## config.mk

```make
export PLATFORM = sky130hd
export DESIGN_NAME = daqTop
export DESIGN_NICKNAME = d
export VERILOG_FILES = /design/src/design/daqPkg.sv /design/src/design/daqTop.sv /design/src/design/holdGen.sv /design/src/design/trigCoincid.sv /design/src/design/cmdDecoder.sv
export SDC_FILE = /design/constraint.sdc
export NUM_CORES = 1
export LEC_CHECK = 0
export ABC_AREA = 1
export BUFFER_PORTS_ARGS = -buffer_cell sky130_fd_sc_hd__buf_2
export CELL_PAD_IN_SITES_DETAIL_PLACEMENT = 2
export CELL_PAD_IN_SITES_GLOBAL_PLACEMENT = 2
export CORE_ASPECT_RATIO = 1.1
export CORE_MARGIN = 8
export CORE_UTILIZATION = 38
export CTS_CLUSTER_SIZE = 12
export DETAILED_ROUTE_END_ITERATION = 10
export PLACE_DENSITY = 0.88
export SYNTH_ARGS = -nofsm -noshare
export SYNTH_HDL_FRONTEND = slang
export SYNTH_SLANG_ARGS = --single-unit
```

## constraint.sdc

```tcl
create_clock -name Clk -period 2.7 [get_ports Clk]
set_input_delay 0.54 -clock Clk [delete_from_list [all_inputs] [get_ports Clk]]
set_output_delay 0.54 -clock Clk [all_outputs]
set_load 0.03 [all_outputs]
```

## src/design/daqPkg.sv

```systemverilog
package daqPkg;

    ////////////////////////////////////////////////////////////////////
    // Command word layout
    ////////////////////////////////////////////////////////////////////

    localparam int cmdWidth = 16;                   // Host control word
    localparam int opWidth = 4;                     // Opcode in the top nibble
    localparam int operandWidth = cmdWidth - opWidth; // Remaining 12 bits

    // Opcodes, anything else is dropped by the decoder
    typedef enum logic [opWidth-1:0] {
        opSetCoincid   = 4'd1,                      // Operand[1:0] -> coincidence rule
        opSetHoldDelay = 4'd2,                      // Operand[7:0] -> hold delay
        opSetHoldTime  = 4'd3,                      // Operand[11:0] -> hold length
        opHoldEnable   = 4'd4                       // Operand[0] -> hold enable
    } cmdOp_t;

    ////////////////////////////////////////////////////////////////////
    // Trigger and hold settings
    ////////////////////////////////////////////////////////////////////

    // Coincidence rule applied to the synchronized trigger pins
    typedef enum logic [1:0] {
        coincAny      = 2'd0,                       // OR of the three ASIC triggers
        coincAll      = 2'd1,                       // AND of the three
        coincMajority = 2'd2,                       // Two out of three
        coincExt      = 2'd3                        // External trigger alone
    } coincMode_t;

    localparam int holdDelayWidth = 8;              // Delay in Clk cycles
    localparam int holdTimeWidth = 12;              // Hold length in Clk cycles
    localparam int countWidth = 16;                 // Issued hold counter

    typedef logic [countWidth-1:0] holdCount_t;

    // Hold generator FSM
    typedef enum logic [1:0] {
        holdIdle,                                   // Waiting for a trigger
        holdWait,                                   // Counting the delay
        holdActive                                  // Hold pin driven high
    } holdState_t;

    // Run configuration as programmed by the host, 23 bits
    typedef struct packed {
        coincMode_t                coincMode;
        logic [holdDelayWidth-1:0] holdDelay;
        logic [holdTimeWidth-1:0]  holdTime;
        logic                      holdEn;
    } daqConfig_t;

    // Power-up values, hold disabled until the host turns it on
    localparam daqConfig_t cfgReset = '{
        coincMode: coincAny,
        holdDelay: '0,
        holdTime:  12'd1,
        holdEn:    1'b0
    };

endpackage
```

## src/design/daqTop.sv

```systemverilog
`timescale 1ns/1ps

module daqTop
    import daqPkg::*;
(
    input  logic                Clk,
    input  logic                arstN,
    input  logic [cmdWidth-1:0] cmdWord,    // Host control word
    input  logic                cmdValid,   // Single-cycle strobe
    input  logic [2:0]          outTrigB,   // ASIC trigger pins
    input  logic                extTrigB,   // External trigger pin
    output logic                hold,
    output holdCount_t          holdCount
);

    daqConfig_t cfg;                // Decoded run configuration
    logic       trigPulse;

    //////////////////////////////////////////////////////////////////////
    // Command path, config and trigger paths
    //////////////////////////////////////////////////////////////////////

    cmdDecoder cmdDecoder (
        .Clk      (Clk),
        .arstN    (arstN),
        .cmdWord  (cmdWord),
        .cmdValid (cmdValid),
        .cfg      (cfg)
    );

    trigCoincid trigCoincid (
        .Clk       (Clk),
        .arstN     (arstN),
        .outTrigB  (outTrigB),
        .extTrigB  (extTrigB),
        .coincMode (cfg.coincMode),  // Only the rule is needed here
        .trigPulse (trigPulse)
    );

    holdGen holdGen (
        .Clk       (Clk),
        .arstN     (arstN),
        .trigPulse (trigPulse),
        .cfg       (cfg),
        .hold      (hold),
        .holdCount (holdCount)
    );

endmodule

```

## src/design/holdGen.sv

```systemverilog
`timescale 1ns/1ps

module holdGen
    import daqPkg::*;
(
    input  logic       Clk,
    input  logic       arstN,
    input  logic       trigPulse,   // From the coincidence block
    input  daqConfig_t cfg,
    output logic       hold,        // To the ASIC hold pin
    output holdCount_t holdCount    // Accepted triggers
);

    holdState_t               state;
    logic [holdTimeWidth-1:0] cnt;      // Shared delay and length counter
    logic [holdTimeWidth-1:0] timeLat;  // Hold length taken at accept
    logic                     accept;

    // Only an idle and enabled generator takes a trigger
    assign accept = trigPulse && cfg.holdEn && (state == holdIdle);

    //////////////////////////////////////////////////////////////////////
    // Hold length latch
    //////////////////////////////////////////////////////////////////////

    always_ff @(posedge Clk) begin
        if (accept) begin
            timeLat <= cfg.holdTime;
        end
    end

    //////////////////////////////////////////////////////////////////////
    // FSM and counters
    //////////////////////////////////////////////////////////////////////

    always_ff @(posedge Clk or negedge arstN) begin
        if (!arstN) begin
            state     <= holdIdle;
            cnt       <= '0;
            hold      <= 1'b0;
            holdCount <= '0;
        end else begin
            case (state)
                holdIdle: begin
                    if (accept) begin
                        holdCount <= holdCount + 1'b1;  // Counted even with zero length
                        cnt       <= holdTimeWidth'(cfg.holdDelay);
                        if (cfg.holdTime != '0) begin
                            state <= holdWait;
                        end
                    end
                end
                holdWait: begin
                    // Delay runs out, hold goes up delay+1 cycles after accept
                    if (cnt == '0) begin
                        state <= holdActive;
                        hold  <= 1'b1;
                        cnt   <= timeLat - 1'b1;        // Nonzero by construction
                    end else begin
                        cnt <= cnt - 1'b1;
                    end
                end
                holdActive: begin
                    if (cnt == '0) begin
                        state <= holdIdle;
                        hold  <= 1'b0;                  // High for exactly timeLat cycles
                    end else begin
                        cnt <= cnt - 1'b1;
                    end
                end
                default: begin
                    state <= holdIdle;
                    hold  <= 1'b0;
                end
            endcase
        end
    end

endmodule

```

## src/design/trigCoincid.sv

```systemverilog
`timescale 1ns/1ps

module trigCoincid
    import daqPkg::*;
(
    input  logic       Clk,
    input  logic       arstN,
    input  logic [2:0] outTrigB,    // ASIC triggers, active low
    input  logic       extTrigB,    // External trigger, active low
    input  coincMode_t coincMode,
    output logic       trigPulse    // One cycle per new coincidence
);

    //////////////////////////////////////////////////////////////////////
    // Pin synchronizer
    //////////////////////////////////////////////////////////////////////

    logic [3:0] trigMeta;           // First stage, bit 3 is external
    logic [3:0] trigSync;           // Second stage, safe to use

    always_ff @(posedge Clk or negedge arstN) begin
        if (!arstN) begin
            trigMeta <= '0;
            trigSync <= '0;
        end else begin
            trigMeta <= ~{extTrigB, outTrigB};      // Flip to active high here
            trigSync <= trigMeta;
        end
    end

    //////////////////////////////////////////////////////////////////////
    // Coincidence rules
    //////////////////////////////////////////////////////////////////////

    logic condSel;
    logic condReg;                  // Selected condition one cycle late

    always_comb begin
        case (coincMode)
            coincAny:      condSel = |trigSync[2:0];
            coincAll:      condSel = &trigSync[2:0];
            // Two of three, any pair will do
            coincMajority: condSel = (trigSync[0] & trigSync[1]) |
                                     (trigSync[0] & trigSync[2]) |
                                     (trigSync[1] & trigSync[2]);
            coincExt:      condSel = trigSync[3];
            default:       condSel = 1'b0;
        endcase
    end

    // Rising edge detect, a condition held true fires only once
    always_ff @(posedge Clk or negedge arstN) begin
        if (!arstN) begin
            condReg   <= 1'b0;
            trigPulse <= 1'b0;
        end else begin
            condReg   <= condSel;
            trigPulse <= condSel & ~condReg;        // Registered pulse
        end
    end

endmodule

```

## src/design/cmdDecoder.sv

```systemverilog
`timescale 1ns/1ps

module cmdDecoder
    import daqPkg::*;
(
    input  logic                Clk,
    input  logic                arstN,
    input  logic [cmdWidth-1:0] cmdWord,    // Opcode and operand
    input  logic                cmdValid,   // One word per high cycle
    output daqConfig_t          cfg         // Registered run configuration
);

    //////////////////////////////////////////////////////////////////////
    // Field split
    //////////////////////////////////////////////////////////////////////

    cmdOp_t                  cmdOp;
    logic [operandWidth-1:0] operand;

    // Unlisted opcodes keep their raw value and fall to the default arm
    assign cmdOp   = cmdOp_t'(cmdWord[cmdWidth-1 -: opWidth]);
    assign operand = cmdWord[operandWidth-1:0];

    //////////////////////////////////////////////////////////////////////
    // Configuration register
    //////////////////////////////////////////////////////////////////////

    // Each strobed word touches at most one field of the record.
    // The new value shows on cfg right after the sampling edge.
    always_ff @(posedge Clk or negedge arstN) begin
        if (!arstN) begin
            cfg <= cfgReset;                        // Any rule, delay 0, time 1, off
        end else if (cmdValid) begin
            case (cmdOp)
                opSetCoincid: begin
                    // Only the two low bits carry the rule
                    cfg.coincMode <= coincMode_t'(operand[1:0]);
                end
                opSetHoldDelay: begin
                    cfg.holdDelay <= operand[holdDelayWidth-1:0]; // Upper bits ignored
                end
                opSetHoldTime: begin
                    cfg.holdTime <= operand[holdTimeWidth-1:0];   // Full operand
                end
                opHoldEnable: begin
                    cfg.holdEn <= operand[0];
                end
                default: begin
                    cfg <= cfg;                     // Unknown opcode, no change
                end
            endcase
        end
    end

endmodule

```

==> Yosys cells after proc, flatten, opt, wreduce, memory -nomap -nowiden <==
Cells that the tools add are included.
{ "classes": {"n_div": 0, "bitwise": 9, "mux": 13, "n_reduce_logical": 17, "eq_ne": 14, "addsub": 3, "multipliers": 0, "n_shift": 0, "magnitude_cmp": 0} }
{ "op_table": {"columns": ["cell", "n"], "rows": [
  ["$mux W12", 3],
  ["$pmux W12 S3", 1],
  ["$sub A12 B1 Y12 const B", 2],
  ["$add A16 B1 Y16 const B", 1],
  ["$logic_not A12 Y1", 1],
  ["$reduce_bool A12 Y1", 1],
  ["$reduce_and A2 Y1", 5],
  ["$reduce_and A3 Y1", 3],
  ["$eq A4 B2 Y1 const B", 2],
  ["$mux W2", 4],
  ["$eq A2 B2 Y1 const B", 3],
  ["$ne A2 B1 Y1 const B", 3],
  ["$pmux W2 S3", 1],
  ["$and A1 B1 Y1", 4],
  ["$eq A2 B1 Y1 const B", 2],
  ["$eq A4 B1 Y1 const B", 1],
  ["$eq A4 B3 Y1 const B", 1],
  ["$logic_not A2 Y1", 2],
  ["$ne A2 B2 Y1 const B", 2],
  ["$not A4 Y4", 1],
  ["$pmux W1 S4", 1],
  ["$reduce_and A4 Y1", 1],
  ["$pmux W1 S3", 1],
  ["$reduce_bool A3 Y1", 1],
  ["other kinds (5)", 9]
]} }
{ "totals": {"out_inout_bits": 17, "elab_cells": 69, "mem_count": 0, "ramBits": 0, "ff_bits": 76, "inputBits": 23, "latch_bits": 0, "rom_bits": 0} }

==> Logic depth before layout (Yosys ltp) <==
{ "logic_depth": {"ltp_word": 5, "ltp_mapped": 12, "mapped_depth_nobuf": 12} }

==> By module <==
A second synthesis with hierarchy kept.
{ "unflattened": {"cells_unflattened": 514, "area_unflattened_um2": 4167.7} }
{ "modules_own_cells": {"columns": ["module", "area_each_um2", "seq_area_each_um2", "instances", "cells_each"], "rows": [
  ["holdGen", 2781.4, 1136.1, 1, 371],
  ["cmdDecoder", 1047.3, 576.8, 1, 111],
  ["trigCoincid", 339.1, 250.2, 1, 32]
]} }

==> Least setup slack after synthesis <==
No wires, ideal clock.
{ "synth_timing": {"kind": "register to register", "start": "register holdGen.state[0]", "end": "register holdGen.holdCount[13]", "setup_ps": 125, "path_slack_ps": 1103, "stages_incl_launch_ff": 9, "arrival_time_ps": 1472, "required_ps": 2575, "period_less_slack_ps": 1597, "path_buffers": 0, "cell_sequence": "dfrtp_1 inv_1 ha_1 nand3_4 nor2_4 nand2_2 nor3_4 nand4_1 xor2_1"} }
{ "synth_between": {"elab_chain_cells": 3} }
{ "synth_lines": {"columns": ["item", "line_no", "source"], "rows": [
  ["from (decl)", "holdGen.sv:14", "holdState_t state;"],
  ["from (signal assigned)", "holdGen.sv:38", "state <= holdIdle;"],
  ["from (signal assigned)", "holdGen.sv:49", "state <= holdWait;"],
  ["from (signal assigned)", "holdGen.sv:56", "state <= holdActive;"],
  ["$logic_not A2 Y1 *", "holdGen.sv:20, holdGen.sv:43", null],
  ["$logic_and A1 B1 Y1", "holdGen.sv:20", "assign accept = trigPulse && cfg.holdEn && (state == holdIdle);"],
  ["$reduce_and A2 Y1 (no source line) *", null, null],
  ["to (signal assigned)", "holdGen.sv:46", "holdCount <= holdCount + 1'b1;"],
  ["to (decl)", "holdGen.sv:11", "output holdCount_t holdCount"]
]} }
Mark *: on every way between the ends. The rest lies on a longest branch, timed or not.
A chain may end at the register's enable or synchronous reset.

==> Worst setup path in the final report <==
{ "layout_timing": {"start": "register holdGen.state[1]", "end": "register holdGen.holdCount[15]"} }
Same word-level chain as after synthesis.

==> flow_summary.ini <==
[clock_tree]
ctsResizeCount = 0
clk_latency_ps = 370
cts_made_buffers = 9
post_cts_buffers = 0
cts-root-buf = clkbuf_8
cts_sinks = 76
hold_buffers = 0
htree_levels = 3
cts_tree = done
clk_pin_slew_ps = 90
clk_path_buf_depth = 2

[timing]
fin_skew_ps = 13.5
fmaxAchievable_mhz = 488
timing.final.crit_share = 0.760
hold_viol_final = 0
slew_viol_final = 0
rsz0062_at_grt = no
fin_ws_ps = 649
setup_tns_ps = 0
relSlewSlack = 0.504
worst_slew_pin_slew_ps = 742
period_needed_ps = 2050
setup_violations = 0

[route]
wl_um = 12700
drt_iter0_drc = 111
viasPerCell = 5.17
wire_per_inst_um = 20.2
vias = 3256
remaining_drc_errors = 0
drtPass1Iterations = 4
ant_nets = 0

[synth]
yosys.area_share.adder = 0.0258
synth.distinct_cells = 36
synth_edf_count = 12
synth-seq-cells = 76
syn_inst = 459
synthXorXnorAreaFrac = 0.0519
yosysSeqAreaShare = 0.506
synth_top_family_by_area = simple AND/OR/NAND/NOR gates
ys.flop_type = dfrtp_1
synth_mux_area_frac = 0.0116
synth_nets = 490
postSynthAreaPerCell_um2 = 8.45
yosysWarnings = 0
synth-compound-area-share = 0.0629
synth-simple-area-share = 0.279
async_reset_ff_frac = 0.842
syn_area_mm2 = 0.00388

[critical_path]
max_stage_delay_ps = 440
cpMaxStageDelayCell = dfrtp_1
required_ps = 2980
worstPathCellList = inv_1, ha_1, nand3_4, nor2_4, nand2_2, nor3_4, nand4_1, xnor2_1
startpoint_type = flip-flop
crit_type = reg -> reg
critPathCaptureType = flip-flop
critPathMaxFanout = 7
r2r.worst_path.cells = 8
crit_arrival_ps = 2330

[global_routing]
grt_max_degree = 65
grt_overflow_total = 0
track_usage = 0.199
grt_pass1_wl_um = 21300
grt_pass1_vias = 3906
antenna_found_initial = 0

[run_status]
status = finished, final reports clean

[placed_design]
dp_hpwl_um = 9290
portBuffers = 39
dp_slack_ps = 644
gp_congestion = 0.776

[finish]
mostFrequentLayoutCell = nand2_1
layout-drive-gt1-share = 0.169
fin_nets = 536
syn_to_final_growth_pct = 13.6
diodes = 0
final_cell_mix = nand2_1 (125), dfrtp_1 (63), nor2_1 (59)

[hold_path]
hold_path_class = in -> async

[power_and_ir_drop]
fin_total_pwr_w = 0.00411
p_per_area_mw_per_mm2 = 933
power_leakage_nw = 2.23
ir_drop_uv = 480

[die]
fp.dieArea_mm2 = 0.0137
start_util = 0.392
core_area_mm2 = 0.00989
io_pins = 40
rows = 38
fp.dieH_um = 122
die_w_um = 112

[job]
maxCapViolations = 0
[state kept, by name, indices dropped and copies added, names as in the netlist]
register	count
holdGen.hold	1
holdGen.timeLat	12
trigCoincid.trigSync	4
holdGen.state	2
cmdDecoder.cfg	23
holdGen.holdCount	16
trigCoincid.trigPulse	1
trigCoincid.condReg	1
holdGen.cnt	12
trigCoincid.trigMeta	4
[per-layer routing]
| metal | vias up | share of wire | track usage | wire, µm |
|---|---|---|---|---|
| met1 | 1644 | 0.41 | 0.224 | 5270 |
| met4 | 0 | 0.024 | 0.0852 | 310 |
| met3 | 22 | 0.027 | 0.0366 | 345 |
| li1 | 1535 | - | - | - |
| met5 | - | 0 | 0 | 0 |
| met2 | 55 | 0.53 | 0.364 | 6790 |
[worst paths after layout]
check,startpoint,slack (ps),to
setup / recovery,holdGen.state[1],650,holdGen.holdCount[15]
hold / removal,arstN,160,cmdDecoder.cfg[20]
setup reg to reg,holdGen.state[1],650,holdGen.holdCount[15]
hold reg to reg,trigCoincid.trigMeta[3],360,trigCoincid.trigSync[3]
max in group asynchronous,arstN,2180,cmdDecoder.cfg[1]
min in group Clk,extTrigB,310,trigCoincid.trigMeta[3]
[stage by stage]
| step | area, µm² | hold slack (ps) | cells | util |
|---|---|---|---|---|
| floorplan | 3880 | 244 | 459 | - |
| global placement | 4220 | 332 | 614 | 0.426 |
| detailed placement | 4220 | 342 | 614 | 0.426 |
| CTS | 4410 | 191 | 630 | 0.445 |
| global route | 4410 | 194 | 630 | 0.445 |
| finish | 4410 | 159 | 630 | 0.445 |
[area by class of cell]
type	instances	area [µm²]
Inverter	57	216
Sequential cell	76	1960
Clock inverter	3	18.8
Tap cell	120	150
Clock buffer	13	170
Fill cell	1120	5480
Multi-Input combinational cell	321	1670
Timing Repair Buffer	40	215
[critical path, delay by kind of cell, from the launching register on]
family / cells / cell delay, ps
flip-flops: 1 / 440
AND/OR/NAND/NOR: 5 / 900
XOR/XNOR: 1 / 220
adder cells (fa/ha/maj): 1 / 270
buffers and inverters: 1 / 110
[cells by family (layout without fill, tap and decap cells)]
family,Yosys count,count (layout)
flip-flops,76,76
buffers and inverters,62,113
adder cells (fa/ha/maj),8,8
multiplexers,4,4
XOR/XNOR,23,23
AND/OR/NAND/NOR,241,241
AO/OA/AOI/OAI,45,45
[power by group]
group	internal (W)	total, W	switching (W)	leakage (nW)
clock	0.000416	0.000879	0.000463	0.0951
sequential	0.00139	0.00162	0.000224	0.928
combinational	0.000515	0.00161	0.00110	1.21
[cells in the mapped netlist, types with 2 or more instances]
library cell,instances,share of area
or2_2,2,0.0032
a21oi_2,2,0.0045
o21ai_1,3,0.0039
nand3b_1,3,0.0058
nor3_1,3,0.0039
mux2_2,4,0.012
nand2_1,125,0.12
edfxtp_1,12,0.093
nor2_4,4,0.012
xnor2_1,8,0.018
nor2_2,6,0.0097
inv_1,54,0.052
nand3_1,24,0.031
clkbuf_1,3,0.0029
ha_1,8,0.026
nand2_2,5,0.0081
inv_2,2,0.0019
nand3_4,2,0.0090
dfrtp_1,63,0.41
a21oi_1,5,0.0065
xor2_1,15,0.034
nand4_1,5,0.0081
o21ai_0,30,0.039
nor2_1,59,0.057
No activity file was read; power rests on OpenSTA's default activity.
